$ cat src/logic/agu_settings.svh
`ifndef AGU_SETTINGS_SVH
`define AGU_SETTINGS_SVH

// data path and address width
`define AGU_DATA_W 32

// reorder buffer entry number
`define AGU_TAG_W 4

// physical destination register
`define AGU_PREG_W 6

// offset field of a memory instruction
`define AGU_IMM_W 16

// address error codes, load then store
`define AGU_EXCCODE_ADEL 4
`define AGU_EXCCODE_ADES 5

`endif

$ cat src/logic/mem_op_pkg.sv
`include "agu_settings.svh"

package mem_op_pkg;

    // memory operations seen by the unit
    typedef enum logic [3:0] {
        OP_NOP,
        OP_LB,
        OP_LBU,
        OP_LH,
        OP_LHU,
        OP_LW,
        OP_SB,
        OP_SH,
        OP_SW
    } mem_op_t;

    // bus transfer size, encoded as log2 of the byte count
    typedef logic [2:0] mem_size_t;
    typedef logic [3:0] byte_strobe_t;
    typedef logic [`AGU_DATA_W-1:0] word_t;

    localparam mem_size_t SIZE_BYTE = 3'd0;
    localparam mem_size_t SIZE_HALF = 3'd1;
    localparam mem_size_t SIZE_WORD = 3'd2;

endpackage

$ cat src/logic/agu_pkg.sv
`include "agu_settings.svh"

package agu_pkg;

    typedef logic [`AGU_TAG_W-1:0]  rob_tag_t;
    typedef logic [`AGU_PREG_W-1:0] preg_t;

    // occupancy of the address queue
    // head only, then head plus one or two buffered entries
    typedef enum logic [1:0] {
        Q_EMPTY,
        Q_ONE,
        Q_TWO_FULL1,
        Q_TWO_FULL2
    } queue_state_t;

endpackage

$ cat src/logic/agu_addr_queue.sv
`include "agu_settings.svh"

module agu_addr_queue (
    input  logic                  clk,
    input  logic                  reset,
    input  logic                  flush,
    input  logic                  issue_valid,
    input  mem_op_pkg::mem_op_t   issue_op,
    input  mem_op_pkg::word_t     issue_base,
    input  logic [`AGU_IMM_W-1:0] issue_imm,
    input  mem_op_pkg::word_t     issue_store_value,
    input  agu_pkg::preg_t        issue_dest,
    input  agu_pkg::rob_tag_t     issue_tag,
    output logic                  allowin,
    input  logic                  store_allowin,
    input  logic                  load_allowin,
    output logic                  head_valid,
    output logic                  head_is_store,
    output mem_op_pkg::mem_op_t   head_op,
    output mem_op_pkg::word_t     head_addr,
    output mem_op_pkg::word_t     head_store_value,
    output agu_pkg::preg_t        head_dest,
    output agu_pkg::rob_tag_t     head_tag
);

    agu_pkg::queue_state_t state, state_next;
    logic push, pop, head_we, buf_we, use_buf;
    logic buf_head, buf_tail;
    mem_op_pkg::word_t entry_addr;

    mem_op_pkg::mem_op_t buf_op    [2];
    mem_op_pkg::word_t   buf_addr  [2];
    mem_op_pkg::word_t   buf_value [2];
    agu_pkg::preg_t      buf_dest  [2];
    agu_pkg::rob_tag_t   buf_tag   [2];

    // effective address, computed once on entry
    assign entry_addr = issue_base
                      + {{(`AGU_DATA_W-`AGU_IMM_W){issue_imm[`AGU_IMM_W-1]}}, issue_imm};

    assign head_valid    = state != agu_pkg::Q_EMPTY;
    assign allowin       = state != agu_pkg::Q_TWO_FULL2;
    assign head_is_store = head_op inside {mem_op_pkg::OP_SB, mem_op_pkg::OP_SH,
                                           mem_op_pkg::OP_SW};

    assign push = issue_valid && allowin;
    assign pop  = head_valid && (head_is_store ? store_allowin : load_allowin);

    // head is refilled from the issue port or from the oldest buffered entry
    assign use_buf = pop && (state == agu_pkg::Q_TWO_FULL1 || state == agu_pkg::Q_TWO_FULL2);
    assign head_we = (state == agu_pkg::Q_EMPTY && push)
                  || (state == agu_pkg::Q_ONE && push && pop)
                  || use_buf;
    assign buf_we  = (state == agu_pkg::Q_ONE && push && !pop)
                  || (state == agu_pkg::Q_TWO_FULL1 && push);

    always_comb begin
        unique case (state)
            agu_pkg::Q_EMPTY:     state_next = push ? agu_pkg::Q_ONE : agu_pkg::Q_EMPTY;
            agu_pkg::Q_ONE:       state_next = push ? (pop ? agu_pkg::Q_ONE : agu_pkg::Q_TWO_FULL1)
                                                    : (pop ? agu_pkg::Q_EMPTY : agu_pkg::Q_ONE);
            agu_pkg::Q_TWO_FULL1: state_next = push ? (pop ? agu_pkg::Q_TWO_FULL1
                                                           : agu_pkg::Q_TWO_FULL2)
                                                    : (pop ? agu_pkg::Q_ONE
                                                           : agu_pkg::Q_TWO_FULL1);
            default:              state_next = pop ? agu_pkg::Q_TWO_FULL1 : agu_pkg::Q_TWO_FULL2;
        endcase
    end

    always_ff @(posedge clk) begin
        if (reset || flush) begin
            state    <= agu_pkg::Q_EMPTY;
            buf_head <= 1'b0;
            buf_tail <= 1'b0;
        end else begin
            state <= state_next;
            if (use_buf)
                buf_head <= !buf_head;
            if (buf_we)
                buf_tail <= !buf_tail;
        end
    end

    always_ff @(posedge clk) begin
        if (head_we) begin
            head_op          <= use_buf ? buf_op[buf_head]    : issue_op;
            head_addr        <= use_buf ? buf_addr[buf_head]  : entry_addr;
            head_store_value <= use_buf ? buf_value[buf_head] : issue_store_value;
            head_dest        <= use_buf ? buf_dest[buf_head]  : issue_dest;
            head_tag         <= use_buf ? buf_tag[buf_head]   : issue_tag;
        end
        if (buf_we) begin
            buf_op[buf_tail]    <= issue_op;
            buf_addr[buf_tail]  <= entry_addr;
            buf_value[buf_tail] <= issue_store_value;
            buf_dest[buf_tail]  <= issue_dest;
            buf_tag[buf_tail]   <= issue_tag;
        end
    end

endmodule

$ cat src/logic/agu_store_stage.sv
module agu_store_stage (
    input  logic                     clk,
    input  logic                     reset,
    input  logic                     flush,
    input  logic                     head_valid,
    input  logic                     head_is_store,
    input  mem_op_pkg::mem_op_t      head_op,
    input  mem_op_pkg::word_t        head_addr,
    input  mem_op_pkg::word_t        head_store_value,
    input  agu_pkg::rob_tag_t        head_tag,
    output logic                     store_allowin,
    input  logic                     store_ready,
    output logic                     store_valid,
    output agu_pkg::rob_tag_t        store_tag,
    output mem_op_pkg::word_t        store_addr,
    output mem_op_pkg::word_t        store_data,
    output mem_op_pkg::byte_strobe_t store_strobe,
    output mem_op_pkg::mem_size_t    store_size,
    output logic                     store_addr_error
);

    mem_op_pkg::mem_op_t st_op;
    mem_op_pkg::word_t   st_value;

    assign store_allowin = !store_valid || store_ready;

    always_ff @(posedge clk) begin
        if (reset || flush)
            store_valid <= 1'b0;
        else if (store_allowin)
            store_valid <= head_valid && head_is_store;
    end

    // payload only moves with a store
    always_ff @(posedge clk) begin
        if (store_allowin && head_valid && head_is_store) begin
            st_op      <= head_op;
            st_value   <= head_store_value;
            store_addr <= head_addr;
            store_tag  <= head_tag;
        end
    end

    // lane strobe, size and replicated data from op and low address bits
    always_comb begin
        unique case (st_op)
            mem_op_pkg::OP_SB: begin
                store_strobe = 4'b0001 << store_addr[1:0];
                store_size   = mem_op_pkg::SIZE_BYTE;
                store_data   = {4{st_value[7:0]}};
            end
            mem_op_pkg::OP_SH: begin
                store_strobe = store_addr[1] ? 4'b1100 : 4'b0011;
                store_size   = mem_op_pkg::SIZE_HALF;
                store_data   = {2{st_value[15:0]}};
            end
            default: begin
                store_strobe = (st_op == mem_op_pkg::OP_SW) ? 4'b1111 : 4'b0000;
                store_size   = mem_op_pkg::SIZE_WORD;
                store_data   = st_value;
            end
        endcase
    end

    assign store_addr_error = (st_op == mem_op_pkg::OP_SH && store_addr[0])
                           || (st_op == mem_op_pkg::OP_SW && store_addr[1:0] != 2'b00);

endmodule

$ cat src/logic/agu_load_pipe.sv
module agu_load_pipe (
    input  logic                  clk,
    input  logic                  reset,
    input  logic                  flush,
    input  logic                  head_valid,
    input  logic                  head_is_store,
    input  mem_op_pkg::mem_op_t   head_op,
    input  mem_op_pkg::word_t     head_addr,
    input  agu_pkg::preg_t        head_dest,
    input  agu_pkg::rob_tag_t     head_tag,
    output logic                  load_allowin,
    output logic                  dcache_req,
    output mem_op_pkg::word_t     dcache_addr,
    output mem_op_pkg::mem_size_t dcache_size,
    input  logic                  dcache_addr_ok,
    input  logic                  dcache_data_ok,
    input  mem_op_pkg::word_t     dcache_rdata,
    input  logic                  load_ready,
    output logic                  load_valid,
    output agu_pkg::rob_tag_t     load_tag,
    output agu_pkg::preg_t        load_dest,
    output mem_op_pkg::word_t     load_result,
    output logic                  load_addr_error
);

    logic req_valid, req_misaligned, req_readygo, req_allowin;
    logic resp_valid, resp_misaligned, resp_parked, resp_readygo, resp_allowin, resp_to_valid;
    logic done_allowin, data_hit, data_cancel, owed;
    mem_op_pkg::mem_op_t req_op, resp_op;
    agu_pkg::preg_t      req_dest, resp_dest;
    agu_pkg::rob_tag_t   req_tag, resp_tag;
    logic [1:0]          resp_offset;
    mem_op_pkg::word_t   ext_result, park_result;
    logic [7:0]          byte_sel;
    logic [15:0]         half_sel;

    // request stage
    assign req_misaligned = (req_op inside {mem_op_pkg::OP_LH, mem_op_pkg::OP_LHU} && dcache_addr[0])
                         || (req_op == mem_op_pkg::OP_LW && dcache_addr[1:0] != 2'b00);
    // only one uncancelled request outstanding, so data always finds the response stage
    assign dcache_req   = req_valid && !req_misaligned && !resp_valid;
    assign req_readygo  = req_misaligned || (dcache_req && dcache_addr_ok);
    assign req_allowin  = !req_valid || (req_readygo && resp_allowin);
    assign load_allowin = req_allowin;

    always_comb begin
        unique case (req_op)
            mem_op_pkg::OP_LB, mem_op_pkg::OP_LBU: dcache_size = mem_op_pkg::SIZE_BYTE;
            mem_op_pkg::OP_LH, mem_op_pkg::OP_LHU: dcache_size = mem_op_pkg::SIZE_HALF;
            default:                               dcache_size = mem_op_pkg::SIZE_WORD;
        endcase
    end

    always_ff @(posedge clk) begin
        if (reset || flush)
            req_valid <= 1'b0;
        else if (req_allowin)
            req_valid <= head_valid && !head_is_store;
        if (req_allowin && head_valid && !head_is_store) begin
            req_op      <= head_op;
            dcache_addr <= head_addr;
            req_dest    <= head_dest;
            req_tag     <= head_tag;
        end
    end

    // response stage
    assign data_hit      = dcache_data_ok && !data_cancel;
    assign resp_readygo  = data_hit || resp_misaligned || resp_parked;
    assign resp_allowin  = !resp_valid || (resp_readygo && done_allowin);
    assign resp_to_valid = resp_valid && resp_readygo;

    assign byte_sel = dcache_rdata[8*resp_offset +: 8];
    assign half_sel = dcache_rdata[16*resp_offset[1] +: 16];

    always_comb begin
        unique case (resp_op)
            mem_op_pkg::OP_LB:  ext_result = {{24{byte_sel[7]}}, byte_sel};
            mem_op_pkg::OP_LBU: ext_result = {24'b0, byte_sel};
            mem_op_pkg::OP_LH:  ext_result = {{16{half_sel[15]}}, half_sel};
            mem_op_pkg::OP_LHU: ext_result = {16'b0, half_sel};
            default:            ext_result = dcache_rdata;
        endcase
    end

    always_ff @(posedge clk) begin
        if (reset || flush)
            resp_valid <= 1'b0;
        else if (resp_allowin)
            resp_valid <= req_valid && req_readygo;
        if (resp_allowin && req_valid && req_readygo) begin
            resp_op         <= req_op;
            resp_offset     <= dcache_addr[1:0];
            resp_dest       <= req_dest;
            resp_tag        <= req_tag;
            resp_misaligned <= req_misaligned;
        end
    end

    // hold returned data while the done stage is blocked
    always_ff @(posedge clk) begin
        if (reset || flush || resp_allowin)
            resp_parked <= 1'b0;
        else if (resp_valid && !resp_parked && data_hit)
            resp_parked <= 1'b1;
        if (!resp_allowin && resp_valid && !resp_parked && data_hit)
            park_result <= ext_result;
    end

    // flush leaves a data-ok owed to an accepted request
    assign owed = (resp_valid && !resp_misaligned && !resp_parked && !data_hit)
               || (dcache_req && dcache_addr_ok);

    always_ff @(posedge clk) begin
        if (reset)
            data_cancel <= 1'b0;
        else if (flush && owed)
            data_cancel <= 1'b1;
        else if (dcache_data_ok)
            data_cancel <= 1'b0;
    end

    // done stage
    assign done_allowin = !load_valid || load_ready;

    always_ff @(posedge clk) begin
        if (reset || flush)
            load_valid <= 1'b0;
        else if (done_allowin)
            load_valid <= resp_to_valid;
        if (done_allowin && resp_to_valid) begin
            load_tag        <= resp_tag;
            load_dest       <= resp_dest;
            load_addr_error <= resp_misaligned;
            if (resp_misaligned)
                load_result <= '0;
            else
                load_result <= resp_parked ? park_result : ext_result;
        end
    end

endmodule

$ cat src/logic/agu_top.sv
`include "agu_settings.svh"

module agu_top (
    input  logic                     clk,
    input  logic                     reset,
    input  logic                     flush,
    input  logic                     issue_valid,
    input  mem_op_pkg::mem_op_t      issue_op,
    input  mem_op_pkg::word_t        issue_base,
    input  logic [`AGU_IMM_W-1:0]    issue_imm,
    input  mem_op_pkg::word_t        issue_store_value,
    input  agu_pkg::preg_t           issue_dest,
    input  agu_pkg::rob_tag_t        issue_tag,
    output logic                     allowin,
    input  logic                     store_ready,
    output logic                     store_valid,
    output agu_pkg::rob_tag_t        store_tag,
    output mem_op_pkg::word_t        store_addr,
    output mem_op_pkg::word_t        store_data,
    output mem_op_pkg::byte_strobe_t store_strobe,
    output mem_op_pkg::mem_size_t    store_size,
    output logic                     store_addr_error,
    output logic                     dcache_req,
    output mem_op_pkg::word_t        dcache_addr,
    output mem_op_pkg::mem_size_t    dcache_size,
    input  logic                     dcache_addr_ok,
    input  logic                     dcache_data_ok,
    input  mem_op_pkg::word_t        dcache_rdata,
    input  logic                     load_ready,
    output logic                     load_valid,
    output agu_pkg::rob_tag_t        load_tag,
    output agu_pkg::preg_t           load_dest,
    output mem_op_pkg::word_t        load_result,
    output logic                     load_addr_error
);

    // queue head, shared by both paths
    logic                head_valid;
    logic                head_is_store;
    mem_op_pkg::mem_op_t head_op;
    mem_op_pkg::word_t   head_addr;
    mem_op_pkg::word_t   head_store_value;
    agu_pkg::preg_t      head_dest;
    agu_pkg::rob_tag_t   head_tag;
    logic                store_allowin;
    logic                load_allowin;

    agu_addr_queue u_addr_queue (.*);

    // stores are formatted for the commit side
    agu_store_stage u_store_stage (.*);

    // loads go to the dcache
    agu_load_pipe u_load_pipe (.*);

endmodule

$ cat config.mk
export PLATFORM = sky130hd
export DESIGN_NAME = agu_top
export DESIGN_NICKNAME = d
export VERILOG_FILES = /design/src/logic/mem_op_pkg.sv /design/src/logic/agu_pkg.sv /design/src/logic/agu_addr_queue.sv /design/src/logic/agu_store_stage.sv /design/src/logic/agu_load_pipe.sv /design/src/logic/agu_top.sv
export VERILOG_INCLUDE_DIRS = /design/src /design/src/logic
export SDC_FILE = /design/constraint.sdc
export NUM_CORES = 1
export LEC_CHECK = 0
export BUFFER_PORTS_ARGS = -buffer_cell sky130_fd_sc_hd__buf_4
export CAP_MARGIN = 20
export CORE_MARGIN = 3
export CORE_UTILIZATION = 45
export CTS_BUF_LIST = sky130_fd_sc_hd__clkbuf_8
export DETAILED_ROUTE_END_ITERATION = 10
export PLACE_DENSITY = 0.77
export SYNTH_ARGS = -nofsm -noshare
export SYNTH_HDL_FRONTEND = slang
export SYNTH_SLANG_ARGS = --single-unit
export TNS_END_PERCENT = 10
$ cat constraint.sdc
create_clock -name clk -period 10 [get_ports clk]
set_clock_uncertainty 0.05 [all_clocks]
set_input_delay 1 -clock clk [delete_from_list [all_inputs] [get_ports clk]]
set_output_delay 1 -clock clk [all_outputs]
set_load 0.02 [all_outputs]
## Word level (Yosys, flattened, before mapping)

Memories as Yosys holds them, arrays and structs flattened. A register that Yosys moved wholly into a read port is not among the register bits.
Index checks and enable logic that the tools add are counted.

| storage, ports and cells | value |
|---|---|
| memory bits (read-only) | 0 |
| word-level logic and storage cells | 172 |
| output and inout bits | 158 |
| latch bits | 0 |
| bits in registers | 298 |
| memories | 5 |
| bits of input ports | 134 |
| memory bits (writable) | 156 |

| cells by class | value |
|---|---|
| divide/modulo/power cells | 0 |
| $add $sub $neg | 1 |
| multipliers | 0 |
| bitwise logic cells | 0 |
| reduce and logical (&&, ||, !) cells | 77 |
| mux-type cells | 35 |
| eq/ne operators | 19 |
| shifts and indexed selects | 3 |
| $lt $le $gt $ge | 0 |

Memory list:

| memory | words | width | read ports | clocked after memory_dff | write ports | RTL line | source |
|---|---|---|---|---|---|---|---|
| u_addr_queue.buf_addr | 2 | 32 | 1 | 1 | 1 | agu_addr_queue.sv:32 | `mem_op_pkg::word_t buf_addr [2];` |
| u_addr_queue.buf_value | 2 | 32 | 1 | 1 | 1 | agu_addr_queue.sv:33 | `mem_op_pkg::word_t buf_value [2];` |
| u_addr_queue.buf_dest | 2 | 6 | 1 | 1 | 1 | agu_addr_queue.sv:34 | `agu_pkg::preg_t buf_dest [2];` |
| u_addr_queue.buf_op | 2 | 4 | 1 | 1 | 1 | agu_addr_queue.sv:31 | `mem_op_pkg::mem_op_t buf_op [2];` |
| u_addr_queue.buf_tag | 2 | 4 | 1 | 1 | 1 | agu_addr_queue.sv:35 | `agu_pkg::rob_tag_t buf_tag [2];` |

Operators by type and width:

| operator | count |
|---|---|
| one-hot mux 32 bit (4 select lines) | 1 |
| 2-to-1 mux 32 bit | 3 |
| one-hot mux 32 bit (2 select lines) | 1 |
| logical AND 1 bit | 38 |
| adder 32 bit | 1 |
| indexed part select 32 x 6 -> 16 bit | 1 |
| indexed part select 32 x 6 -> 8 bit | 1 |
| equality test 4 x 3 -> 1 bit (second input constant) | 7 |
| 2-to-1 mux 1 bit | 18 |
| equality test 4 x 2 -> 1 bit (second input constant) | 4 |
| logical OR 1 bit | 16 |
| 2-to-1 mux 4 bit | 4 |
| logical NOT 1 bit | 14 |
| nonzero test 2 bit | 5 |
| equality test 4 x 1 -> 1 bit (second input constant) | 2 |
| equality test 4 bit (second input constant) | 2 |
| one-hot mux 2 bit (2 select lines) | 2 |
| one-hot mux 4 bit (2 select lines) | 1 |
| 2-to-1 mux 2 bit | 3 |
| 2-to-1 mux 6 bit | 1 |
| one-hot mux 2 bit (3 select lines) | 1 |
| equality test 2 bit (second input constant) | 2 |
| OR reduction 2 bit | 2 |
| << shifter 1 x 2 -> 4 bit (first input constant) | 1 |
| 4 further kinds | 4 |

## Depth between registers and ports, before layout

Gate-level depths: netlist of run 1.

| logic depth | value |
|---|---|
| word-level depth | 18 |
| gate-level depth with buffers | 11 |
| gate-level depth less buffers | 11 |

## Modules after synthesis

From an unflattened synthesis of run 1, not the netlist that was laid out.

| second synthesis, totals | value |
|---|---|
| cell total of the unflattened synthesis | 1380 |
| area total of the unflattened synthesis | 19847.8 µm² |

Modules (own cells, without submodules):

| module | area an instance (µm²) | times used | cells each | sequential area each (µm²) |
|---|---|---|---|---|
| agu_addr_queue | 11125.7 | 1 | 844 | 7126.8 |
| agu_load_pipe | 5881.9 | 1 | 398 | 4244.1 |
| agu_store_stage | 2840.2 | 1 | 138 | 2182.1 |

## Worst setup path before layout of run 1

Ideal clock, no wire load.

| path | value |
|---|---|
| path kind | input port to flip-flop |
| from | input dcache_data_ok |
| to | memory u_addr_queue.buf_addr[0][0] (netlist name) (enable) |
| stages | 6 |
| slack | 2.546 ns |
| data required time | 9.426 ns |
| arrival time | 6.879 ns |
| buffers on the path | 0 |
| library setup time | 0.524 ns |
| cell sequence | nor2b_1 > o31a_1 > nand3_1 > a31oi_1 > o31ai_1 > nor2b_1 |

| between the ends | value |
|---|---|
| word-level cells in the longest chain between the ends | 14 |

RTL lines:

| what | RTL line | source |
|---|---|---|
| start: declaration | agu_top.sv:27 | `input logic dcache_data_ok,` |
| logical AND 1 bit | agu_load_pipe.sv:68 | `assign data_hit = dcache_data_ok && !data_cancel;` |
| logical OR 1 bit (2 in series) | agu_load_pipe.sv:69 | `assign resp_readygo = data_hit \|\| resp_misaligned \|\| resp_parked;` |
| logical AND 1 bit | agu_load_pipe.sv:70 | `assign resp_allowin = !resp_valid \|\| (resp_readygo && done_allowin);` |
| logical OR 1 bit | agu_load_pipe.sv:70 |  |
| logical AND 1 bit | agu_load_pipe.sv:43 | `assign req_allowin = !req_valid \|\| (req_readygo && resp_allowin);` |
| logical OR 1 bit | agu_load_pipe.sv:43 |  |
| 2-to-1 mux 1 bit | agu_addr_queue.sv:47 | `assign pop = head_valid && (head_is_store ? store_allowin : load_allowin);` |
| logical AND 1 bit | agu_addr_queue.sv:47 |  |
| logical NOT 1 bit | agu_addr_queue.sv:54 | `assign buf_we = (state == agu_pkg::Q_ONE && push && !pop)` |
| logical AND 1 bit | agu_addr_queue.sv:54 |  |
| logical OR 1 bit | agu_addr_queue.sv:55 | `\|\| (state == agu_pkg::Q_TWO_FULL1 && push);` |
| 2-to-1 mux 1 bit | agu_addr_queue.sv:92 | `if (buf_we) begin` |
| 2-to-1 mux 1 bit (implied by the code) | agu_addr_queue.sv:94 | `buf_addr[buf_tail] <= entry_addr;` |
| end: declaration | agu_addr_queue.sv:32 |  |

Every way passes these cells.

## Final worst setup path of run 1

| path | value |
|---|---|
| from | register u_addr_queue.head_op[1] |
| to | register u_addr_queue.head_store_value[14] (enable) |

| between the ends | value |
|---|---|
| word-level cells in the longest chain between the ends | 7 |
| elaborated cells between the ends (all ways) | 10 |
| those cells by class | eq/ne (3); mux (1); reduce/logical (6) |

RTL lines:

| what | RTL line | source |
|---|---|---|
| start: declaration | agu_addr_queue.sv:19 | `output mem_op_pkg::mem_op_t head_op,` |
| start signal: assignment | agu_addr_queue.sv:86 | `head_op <= use_buf ? buf_op[buf_head] : issue_op;` |
| equality test 4 x 3 -> 1 bit or equality test 4 bit (tied branches) | agu_addr_queue.sv:43 | `assign head_is_store = head_op inside {mem_op_pkg::OP_SB, mem_op_pkg::OP_SH,` |
| nonzero test 3 bit (*) | agu_addr_queue.sv:43 |  |
| 2-to-1 mux 1 bit (*) | agu_addr_queue.sv:47 |  |
| logical AND 1 bit (*) | agu_addr_queue.sv:47 |  |
| logical AND 1 bit | agu_addr_queue.sv:52 | `\|\| (state == agu_pkg::Q_ONE && push && pop)` |
| logical OR 1 bit | agu_addr_queue.sv:52 |  |
| logical OR 1 bit (*) | agu_addr_queue.sv:53 | `\|\| use_buf;` |
| via u_addr_queue.head_we | agu_addr_queue.sv:27 | `logic push, pop, head_we, buf_we, use_buf;` |
| end signal: assignment | agu_addr_queue.sv:88 | `head_store_value <= use_buf ? buf_value[buf_head] : issue_store_value;` |
| end: declaration | agu_addr_queue.sv:21 | `output mem_op_pkg::word_t head_store_value,` |

The timed path passes the listed nets; every way through them passes the cells marked *.
A chain may end at the register's enable or synchronous reset.

==> results of run 1 <==
==> critical path: stages (launching register included) <==
cell and delay (ns):
edfxtp_1 0.42, or4b_1 0.53, o21ai_0 0.26, o21ai_0 0.33
nor2_4 0.13, buf_4 0.81, nor2_1 0.19, inv_1 0.15
o22a_4 0.13, buf_4 0.22, buf_16 0.35
==> synth_stat cells, types with 3 or more instances <==
master	count	area share
nand3b_1	6	0.0024
nor2_1	94	0.018
nand2_1	137	0.027
a31oi_1	9	0.0029
dfxtp_1	11	0.012
o31ai_1	9	0.0035
o21ai_1	5	0.0013
a22o_1	5	0.0023
nand4_1	7	0.0023
a31o_2	6	0.0028
mux2_2	11	0.0065
nand2b_1	5	0.0016
edfxtp_1	444	0.70
xor2_1	10	0.0046
a211oi_1	12	0.0047
nor3_1	10	0.0026
a32o_1	4	0.0021
nand3_1	11	0.0029
nor2b_1	11	0.0036
mux2i_1	101	0.053
o21bai_1	7	0.0028
a21oi_1	60	0.016
buf_4	12	0.0047
ha_1	33	0.022
and2_1	8	0.0026
o21ai_0	108	0.028
clkbuf_1	34	0.0067
a21o_1	40	0.016
inv_1	21	0.0041
buf_2	17	0.0045
xnor2_1	23	0.011
or2_2	3	0.00098
==> power groups by stage <==
stage          registers [mW]  clock network [mW]  logic [mW]
2_1_floorplan            2.26                   0       0.187
6_report                 2.22                1.43       0.324
3_5_place_dp             2.26                   0       0.321
5_1_grt                  2.23                1.55       0.360
4_1_cts                  2.22                1.48       0.322
3_3_place_gp             2.26                   0       0.309
==> final cells by class <==
| class | instances | area, µm² | share of cell area |
|---|---|---|---|
| sequential | 455 | 13600 | 0.586 |
| inverter | 23 | 86.3 | 0.00373 |
| tap | 532 | 666 | 0.0288 |
| clock inverter | 58 | 246 | 0.0107 |
| clock buffer | 77 | 1060 | 0.0458 |
| multi-input combinational | 782 | 5160 | 0.223 |
| timing repair buffer | 305 | 2350 | 0.102 |
==> path summary, 6_finish.rpt <==
kind | slack, ns | to | start | depth (start not counted)
max | 6.00 | u_addr_queue.head_store_value[14] | u_addr_queue.head_op[1] | 10
min | 0.36 | u_load_pipe.resp_tag[1] | u_load_pipe.req_tag[1] | 0
max reg2reg | 6.00 | u_addr_queue.head_store_value[14] | u_addr_queue.head_op[1] | 10
min reg2reg | 0.36 | u_load_pipe.resp_tag[1] | u_load_pipe.req_tag[1] | 0
==> routing by layer <==
| metal | global-route usage | wire, µm | vias up |
|---|---|---|---|
| met5 | 0 | 92 | - |
| met4 | 0.0614 | 930 | 12 |
| met3 | 0.0609 | 3720 | 96 |
| met2 | 0.311 | 20700 | 421 |
| met1 | 0.231 | 17100 | 5627 |
| li1 | - | - | 5631 |
==> registers in the layout, indices dropped and copies added (netlist names), 8 cells and up, named ones only <==
register and cells:
u_store_stage.store_addr 32, u_addr_queue.buf_op 8, u_addr_queue.head_store_value 32, u_load_pipe.dcache_addr 32, u_addr_queue.buf_dest 12, u_load_pipe.park_result 32
u_addr_queue.buf_value 64, u_addr_queue.buf_addr 64, u_addr_queue.head_addr 32, u_load_pipe.load_result 32, u_addr_queue.buf_tag 8, u_store_stage.st_value 32
==> logic make-up after synthesis <==
family,synth area share
DFF,0.710
buffers and inverters,0.0232
xor gates and xnor gates,0.0160
other,0.000196
adders and majority gates,0.0232
and+or+nand+nor,0.0700
AOI/OAI and AO/OA,0.0965
muxes,0.0612
==> results by group, run 1 <==
Status
  • Status: finished clean

Critical path
  • Worst setup SP type: flip-flop
  • CP Data Required Time: around 10 ns
  • Crit. End Element: flip-flop
  • Crit Path Max Fanout: 74
  • CP Class: flip-flop to flip-flop
  • Worst EP arrival: approximately 4.2 ns

Run
  • Max_cap viols: 0

Timing
  • Fmax: between 0.2 and 0.3 GHz
  • Slew margin rel.: 0.279
  • Hold Slack: 0.360 ns
  • Final setup viols: 0
  • Slew @ Worst Pin: around 1.1 ns
  • Setup repair after global routing missed its margin: false
  • Final Hold Viols: 0
  • Max-slew violation count: 0
  • Sum of negative setup slack: 0 ns
  • Final setup margin: between 6 and 7 ns
  • Final period demand of the worst path: approximately 4 ns
  • Final period util: 0.400

Place
  • DP Area: ~22000 µm²
  • DP Wirelength: roughly 28000 µm
  • Port bufs: roughly 290
  • Placer Congestion: 0.885
  • Placed cell count: approximately 2100
  • Placement-stage worst setup slack: approximately 5.6 ns

Finish
  • Util after Layout: 0.559
  • Layout cells sized above 1: 0.258
  • # diodes: 0
  • Finished Layout Cells: 2232
  • Fillers: about 3300
  • Most common cell after layout, fill and taps aside: edfxtp_1
  • Most frequent cells in the layout: 444 x edfxtp_1, 302 x buf_4, 137 x nand2_1
  • Post-route cell area: 23100 µm²
  • Final #Nets: 1811
  • Synth-to-Final Area Change: 21.1%

Yosys
  • Avg Inst Size Synth: roughly 14 µm²
  • Cells after Synth: ~1300
  • Synth Flop Type: edfxtp_1
  • Sequential area share after synthesis: 0.710
  • #FFs+latches synth: 455
  • EDFF count, synth: around 440
  • Distinct cells, synth: 74
  • Asr flop ratio synth: 0
  • YS warnings: 0
  • Mapped Area: approximately 19000 µm²

Clock network
  • H-Tree Depth: 3
  • Clk Latency, worst-skew pair: 0.62 ns
  • CTS tree: built
  • Post-CTS Setup Bufs: 0
  • Cts bufs inserted: 76
  • Root buf cell: clkbuf_8
  • Resized cells post-CTS: 0
  • Number of hold buffers added after CTS: 0
  • Clk pin slew, worst setup/hold paths: 0.06 ns
  • Max clock buf depth: 3
  • CTS sink cnt: approximately 460

Floorplanning
  • Die ar.: approximately 45000 µm²
  • Die width: about 210 µm
  • I/O Pins: 292
  • Cell Rows: 74
  • Initial core utilization: 0.461
  • Chip Height: between 200 and 250 µm
  • Core region area: just over 40000 µm²

Drt
  • Vias/cell: ~5.3
  • Routed WL: approximately 42000 µm
  • Antenna viol nets, final: 0
  • Violation count after the first detailed-route iteration: a little over 1000
  • First drt pass iteration count: 5
  • Avg WL per Cell: around 19 µm
  • # DRC: 0
  • Vias post-DR: between 10000 and 15000

Pwr
  • Logic pwr share: 0.082
  • Power Dens Cells: 172 nW/µm²
  • NetSw: ~0.93 mW
  • Cell-internal power: 3.04 mW
  • Sw Share: 0.235
  • Clock share of power: 0.360
  • Tot Pwr: slightly below 4 mW
  • Leak: slightly below 9 nW
  • Worst VDD drop: 0.106 mV
  • Reg power frac: 0.559

Min path
  • Hold WC Path Type: flip-flop to flip-flop

Global routing
  • First-pass GRT wire length: about 65000 µm
  • Initial antenna violation count: 6
  • GRT Overall Usage: 0.186
  • Largest net degree at the start of global routing: between 90 and 100
  • Grt total ovfl: 0
  • Vias in the first global route: between 10000 and 15000
Note: power is estimated with default switching activity, not from simulation.
==> run 2, diff against run 1 <==
Clock period 10 ns to 3.7 ns, I/O delays scaled along.
==> run 2 against run 1 <==
Net effect:
- fmax is 29% higher
- sequential power increased to 2.7 times the previous value
- clock-buffer cell count rose by 1
- register-to-register slack got worse by 5.4 ns
==> results by group, run 2 (synthesis results as in run 1) <==
Floorplanning
  • Die width: 212 µm (unchanged)
  • Die ar.: 44900 µm² (unchanged)
  • Chip Height: 212 µm (unchanged)
  • I/O Pins: 292 (unchanged)
  • Initial core utilization: 0.461 (unchanged)
  • Cell Rows: 74 (unchanged)
  • Core region area: 41400 µm² (unchanged)

Place
  • Placed cell count: 2102 (+0.38%)
  • Port bufs: 289 (unchanged)
  • DP Wirelength: 28900 µm (+2.1%)
  • Placer Congestion: 0.908 (+2.6%)

Critical path
  • Max incr delay on CP: 0.55 ns (-0.26 ns)
  • Slowest CP cell: or4b_1
  • Worst setup SP type: flip-flop
  • Crit. End Element: flip-flop
  • CP Data Required Time: 3.94 ns (-6.27 ns)
  • Worst Reg-to-Reg Cells: 7 (-3)
  • Crit Path Max Fanout: 27 (-64%)
  • WP buf/inv: 1 (-3)
  • Worst EP arrival: 3.33 ns (-0.88 ns)
  • Critical path's top delay family: simple AND/OR/NAND/NOR gates
  • CP Class: flip-flop to flip-flop
  • Crit-path cells: or4b_1, o21ai_2, or2_2, a31oi_4, o31ai_1, and2_4, buf_4
  • Levels on crit path: 7 (-3)

Finish
  • Finished Layout Cells: 2307 (+3.4%)
  • Most common cell after layout, fill and taps aside: edfxtp_1
  • Largest regs: u_addr_queue.buf_addr: 64 flops, u_addr_queue.buf_value: 64 flops
  • Layout cells sized above 1: 0.259 (+0.00153)
  • Synth-to-Final Area Change: 25.2%
  • Most frequent cells in the layout: 444 x edfxtp_1, 305 x buf_4, 137 x nand2_1
  • Final #Nets: 1880 (+3.8%)

Clock network
  • CTS sink cnt: 455 (unchanged)
  • H-Tree Depth: 3 (unchanged)
  • CTS tree: built
  • Clk pin slew, worst setup/hold paths: 0.06 ns (about the same)
  • Cts bufs inserted: 78 (+2.6%)
  • Clk Latency, worst-skew pair: 0.62 ns (about the same)
  • Root buf cell: clkbuf_8
  • Max clock buf depth: 3 (unchanged)

Run
  • Max_cap viols: 0 (unchanged)

Drt
  • Avg WL per Cell: 19.1 µm (+0.46%)
  • Antenna viol nets, final: 0 (unchanged)
  • First drt pass iteration count: 5 (unchanged)
  • Violation count after the first detailed-route iteration: 901 (-12%)
  • Routed WL: 44100 µm (+3.8%)
  • # DRC: 0 (unchanged)
  • Vias post-DR: 12274 (+4.1%)
  • Vias/cell: 5.32 (+0.75%)

Timing
  • Fmax: 0.324 GHz (+29%)
  • Final Hold Viols: 0 (unchanged)
  • Final setup viols: 0 (unchanged)
  • Final period demand of the worst path: 3.09 ns (-0.908 ns)
  • Slew margin rel.: 0.276 (-0.00383)
  • Max-slew violation count: 0 (unchanged)
  • Slew @ Worst Pin: 1.09 ns (+0.00575 ns)
  • Setup repair after global routing missed its margin: false
  • Final period util: 0.834 (+0.435)

Min path
  • Hold WC Path Type: primary input to flip-flop
  • Cell depth of the worst hold path: 2 (+2)

Global routing
  • First-pass GRT wire length: 67800 µm (+4.4%)
  • GRT Overall Usage: 0.194 (+0.00747)
  • Grt total ovfl: 0 (unchanged)
  • Vias in the first global route: 12666 (+5.6%)
  • Largest net degree at the start of global routing: 94 (-5.1%)
  • Initial antenna violation count: 4 (-2)

Pwr
  • Tot Pwr: 11.1 mW (+180%)
  • Power Dens Cells: 464 nW/µm² (+170%)
  • Worst VDD drop: 0.326 mV (+210%)
  • Leak: 9.05 nW (+4.0%)

Status
  • Status: finished clean
run 2: metal layers:
metal  GRT usage  vias to the layer above  routed length (µm)
li1            -                     5782                   -
met1       0.239                     5864               17700
met2       0.328                      515               21700
met3      0.0542                      109                3460
met4      0.0691                        4                1220
met5           0                        -                  25
run 2: final cells by class:
| class | instances | area, µm² |
|---|---|---|
| antenna | 4 | 10.0 |
| clock buffer | 78 | 1070 |
| clock inverter | 61 | 337 |
| fill | 3131 | 17500 |
| inverter | 23 | 86.3 |
| multi-input combinational | 782 | 5170 |
| sequential | 455 | 13600 |
| tap | 532 | 666 |
| timing repair buffer | 372 | 3010 |
run 2: per-stage QoR:
stage | cell area (µm²) | TNS, ns | utilization | hold slack [ns] | setup WS [ns]
final | 23900 | 0 | 0.578 | 0.0540 | 0.613
after global routing | 23900 | 0 | 0.577 | 0.0221 | 0.375
after CTS | 23900 | 0 | 0.577 | 0.00173 | 0.577
after detailed placement | 21900 | 0 | 0.528 | 0.355 | 0.550
after global placement | 21900 | 0 | 0.528 | 0.350 | 0.606
after floorplan | 19100 | -18.37 | - | 0.350 | -0.220
run 2: final timing paths:
path	startpoint	slack [ns]	end
worst max register to register	u_addr_queue.head_op[1]	0.61	u_addr_queue.buf_tag[1][2]
worst min-delay path	dcache_rdata[16]	0.05	u_load_pipe.park_result[16]
worst min register to register	u_load_pipe.req_dest[0]	0.36	u_load_pipe.resp_dest[0]
worst max-delay path	u_addr_queue.head_op[1]	0.61	u_addr_queue.buf_tag[1][2]
run 2: what timing repair did:
item                                   4_1_cts  5_1_grt
endpoints found under the hold margin      150        0
hold buffers                                62        0
setup buffers                                0        0
resized for setup                            0        0
run 2: worst reg2reg max path, stage by stage, from the launching register on:
cell and delay, ns:
edfxtp_1 0.42, or4b_1 0.55, o21ai_2 0.14, or2_2 0.21
a31oi_4 0.05, o31ai_1 0.45, and2_4 0.53, buf_4 0.35
run 2: report_power, final:
group          switching, mW  leakage, nW  internal, mW
Sequential            0.0804         4.16          5.92
Clock                   2.01        0.797          2.13
Combinational          0.535         4.09         0.413
Total                   2.62         9.05          8.46
==> run 3, diff against run 2 <==
Clock period 3.7 ns to 3 ns, I/O delays scaled along.
==> run 3 against run 2 <==
Net effect:
- clock power up 25%
- first-iteration DRC count shrank 12%
- fmax grew 10%
- sequential power increased by 23%
- critical path depth is 1 higher
- final cell count rose by 1.6%
- sequential cell count did not move
==> results by group, run 3 (synthesis results as in run 1) <==
Critical path
  • Crit Path Max Fanout: 34 (+26%)
  • CP Data Required Time: 3.25 ns (-0.69 ns)
  • CP startpoint: u_addr_queue.head_op[1]
  • Worst Reg-to-Reg Cells: 8 (+1)
  • Worst EP arrival: 3.06 ns (-0.27 ns)
  • CP Class: flip-flop to flip-flop
  • Worst setup SP type: flip-flop
  • Crit. End Element: flip-flop
  • R2R Path Start: u_addr_queue.head_op[1]

Pwr
  • Leak: 9.27 nW (+2.4%)
  • Worst VDD drop: 0.380 mV (+17%)
  • Clock share of power: 0.374 (about the same)
  • Cell-internal power: 10.6 mW (+25%)
  • Reg power frac: 0.538 (-0.004)
  • NetSw: 3.19 mW (+22%)
  • Logic pwr share: 0.088 (+0.003)
  • Power Dens Cells: 566 nW/µm² (+22%)
  • Sw Share: 0.232 (-0.00463)

Clock network
  • CTS sink cnt: 455 (unchanged)
  • CTS tree: built
  • Clk Latency, worst-skew pair: 0.62 ns (about the same)
  • Clk pin slew, worst setup/hold paths: 0.05 ns (about the same)
  • Root buf cell: clkbuf_8
  • Max clock buf depth: 3 (unchanged)
  • Cts bufs inserted: 75 (-3.8%)
  • H-Tree Depth: 3 (unchanged)

Timing
  • Final period util: 0.935 (+0.101)
  • Slew margin rel.: 0.438 (+0.162)
  • Final setup viols: 0 (unchanged)
  • Final Hold Viols: 0 (unchanged)
  • Max-slew violation count: 0 (unchanged)
  • Final period demand of the worst path: 2.81 ns (-0.282 ns)
  • Slew @ Worst Pin: 0.844 ns (-0.243 ns)
  • Fmax: 0.356 GHz (+10%)
  • Setup repair after global routing missed its margin: false

Global routing
  • First-pass GRT wire length: 67400 µm (-0.62%)
  • Vias in the first global route: 12644 (-0.17%)
  • Largest net degree at the start of global routing: 51 (-46%)
  • Grt total ovfl: 0 (unchanged)
  • Initial antenna violation count: 6 (+2)
  • GRT Overall Usage: 0.192 (-0.00163)

Floorplanning
  • Die width: 212 µm (unchanged)
  • Cell Rows: 74 (unchanged)
  • Initial core utilization: 0.461 (unchanged)
  • Chip Height: 212 µm (unchanged)
  • I/O Pins: 292 (unchanged)
  • Core region area: 41400 µm² (unchanged)
  • Die ar.: 44900 µm² (unchanged)

Min path
  • HP Start: issue_imm[0]
  • Cell depth of the worst hold path: 2 (unchanged)
  • Hold WC Path Type: primary input to flip-flop

Status
  • Status: finished clean

Place
  • Placer Congestion: 0.931 (+2.6%)
  • Port bufs: 289 (unchanged)
  • Placed cell count: 2127 (+1.2%)
  • DP Wirelength: 29800 µm (+3.2%)

Drt
  • Violation count after the first detailed-route iteration: 793 (-12%)
  • Vias post-DR: 12348 (+0.60%)
  • First drt pass iteration count: 5 (unchanged)
  • # DRC: 0 (unchanged)
  • Vias/cell: 5.27 (-1.0%)
  • Avg WL per Cell: 18.7 µm (-2.3%)
  • Antenna viol nets, final: 0 (unchanged)
  • Routed WL: 43800 µm (-0.73%)

Finish
  • Most common cell after layout, fill and taps aside: edfxtp_1
  • Final #Nets: 1919 (+2.1%)
  • Most frequent cells in the layout: 444 x edfxtp_1, 327 x buf_4, 137 x nand2_1
  • Util after Layout: 0.588 (+0.0103)
  • Layout cells sized above 1: 0.263 (+0.00369)
  • Largest regs: u_addr_queue.buf_addr: 64 flops, u_addr_queue.buf_value: 64 flops
  • Finished Layout Cells: 2345 (+1.6%)
  • Synth-to-Final Area Change: 27.4%

Run
  • Max_cap viols: 0 (unchanged)
==> run 3: cell types whose count changed in the layout (fill, tap and decap cells not counted), sizes merged <==
cell,delta
dlygate4sd3,+15
clkinv,-3
buf,+27
clkinvlp,-4
inv,+1
bufinv,+2
clkbuf,-2
diode,+2
==> run 3: worst max-delay path, cell delays in order, from the launching register on <==
cell and delay [ns]:
edfxtp_1 0.42, or4b_1 0.55, o21ai_2 0.14, or2_2 0.21, a31oi_4 0.05, o31ai_1 0.36, buf_4 0.19, and2_4 0.26
buf_12 0.25
==> run 3: power groups by stage <==
stage                     clock network [mW]  logic (mW)  registers (mW)
after floorplan                            0       0.630            7.52
after global placement                     0        1.08            7.53
after detailed placement                   0        1.11            7.53
after CTS                               5.31        1.20            7.40
after global routing                    5.60        1.33            7.42
final                                   5.15        1.21            7.40
==> run 3: worst paths after layout <==
check	end	slack (ns)
setup / recovery	u_addr_queue.buf_value[1][21]	0.19
hold / removal	u_addr_queue.buf_addr[1][0]	0.03
setup reg to reg	u_addr_queue.buf_value[1][21]	0.19
hold reg to reg	u_load_pipe.resp_dest[5]	0.36
==> run 3: final cells by class <==
type	instances	area [µm²]
sequential	455	13600
antenna	6	15.0
fill	3142	17100
inverter	23	86.3
clock inverter	57	365
clock buffer	76	1050
multi-input combinational	782	5170
timing repair buffer	414	3430
tap	532	666
==> run 3: through the flow <==
step	power, mW	TNS, ns	hold slack [ns]	setup slack (ns)	instance area, µm²
3_5_place_dp	8.64	0	0.355	0.0669	22100
4_1_cts	13.9	0	0.00389	0.0863	24300
3_3_place_gp	8.61	0	0.352	0.116	22100
5_1_grt	14.4	0	0.0160	0.00275	24300
2_1_floorplan	8.15	-154.78	0.322	-0.845	19200
6_report	13.8	0	0.0341	0.195	24300
==> run 3: per-layer routing <==
metal / GRT usage / vias to the layer above / share of wire
met4: 0.0711 / 4 / 0.031
met5: 0 / - / 0.00062
li1: - / 5853 / -
met2: 0.324 / 476 / 0.49
met3: 0.0571 / 111 / 0.074
met1: 0.236 / 5904 / 0.40
==> run 3: timing repair <==
| item | CTS | global route |
|---|---|---|
| endpoints found under the setup margin | 0 | 66 |
| hold buffers | 77 | 0 |
| buffers inserted | 0 | 2 |
| hold endpoints to repair | 168 | 0 |
| gates resized for setup | 0 | 0 |
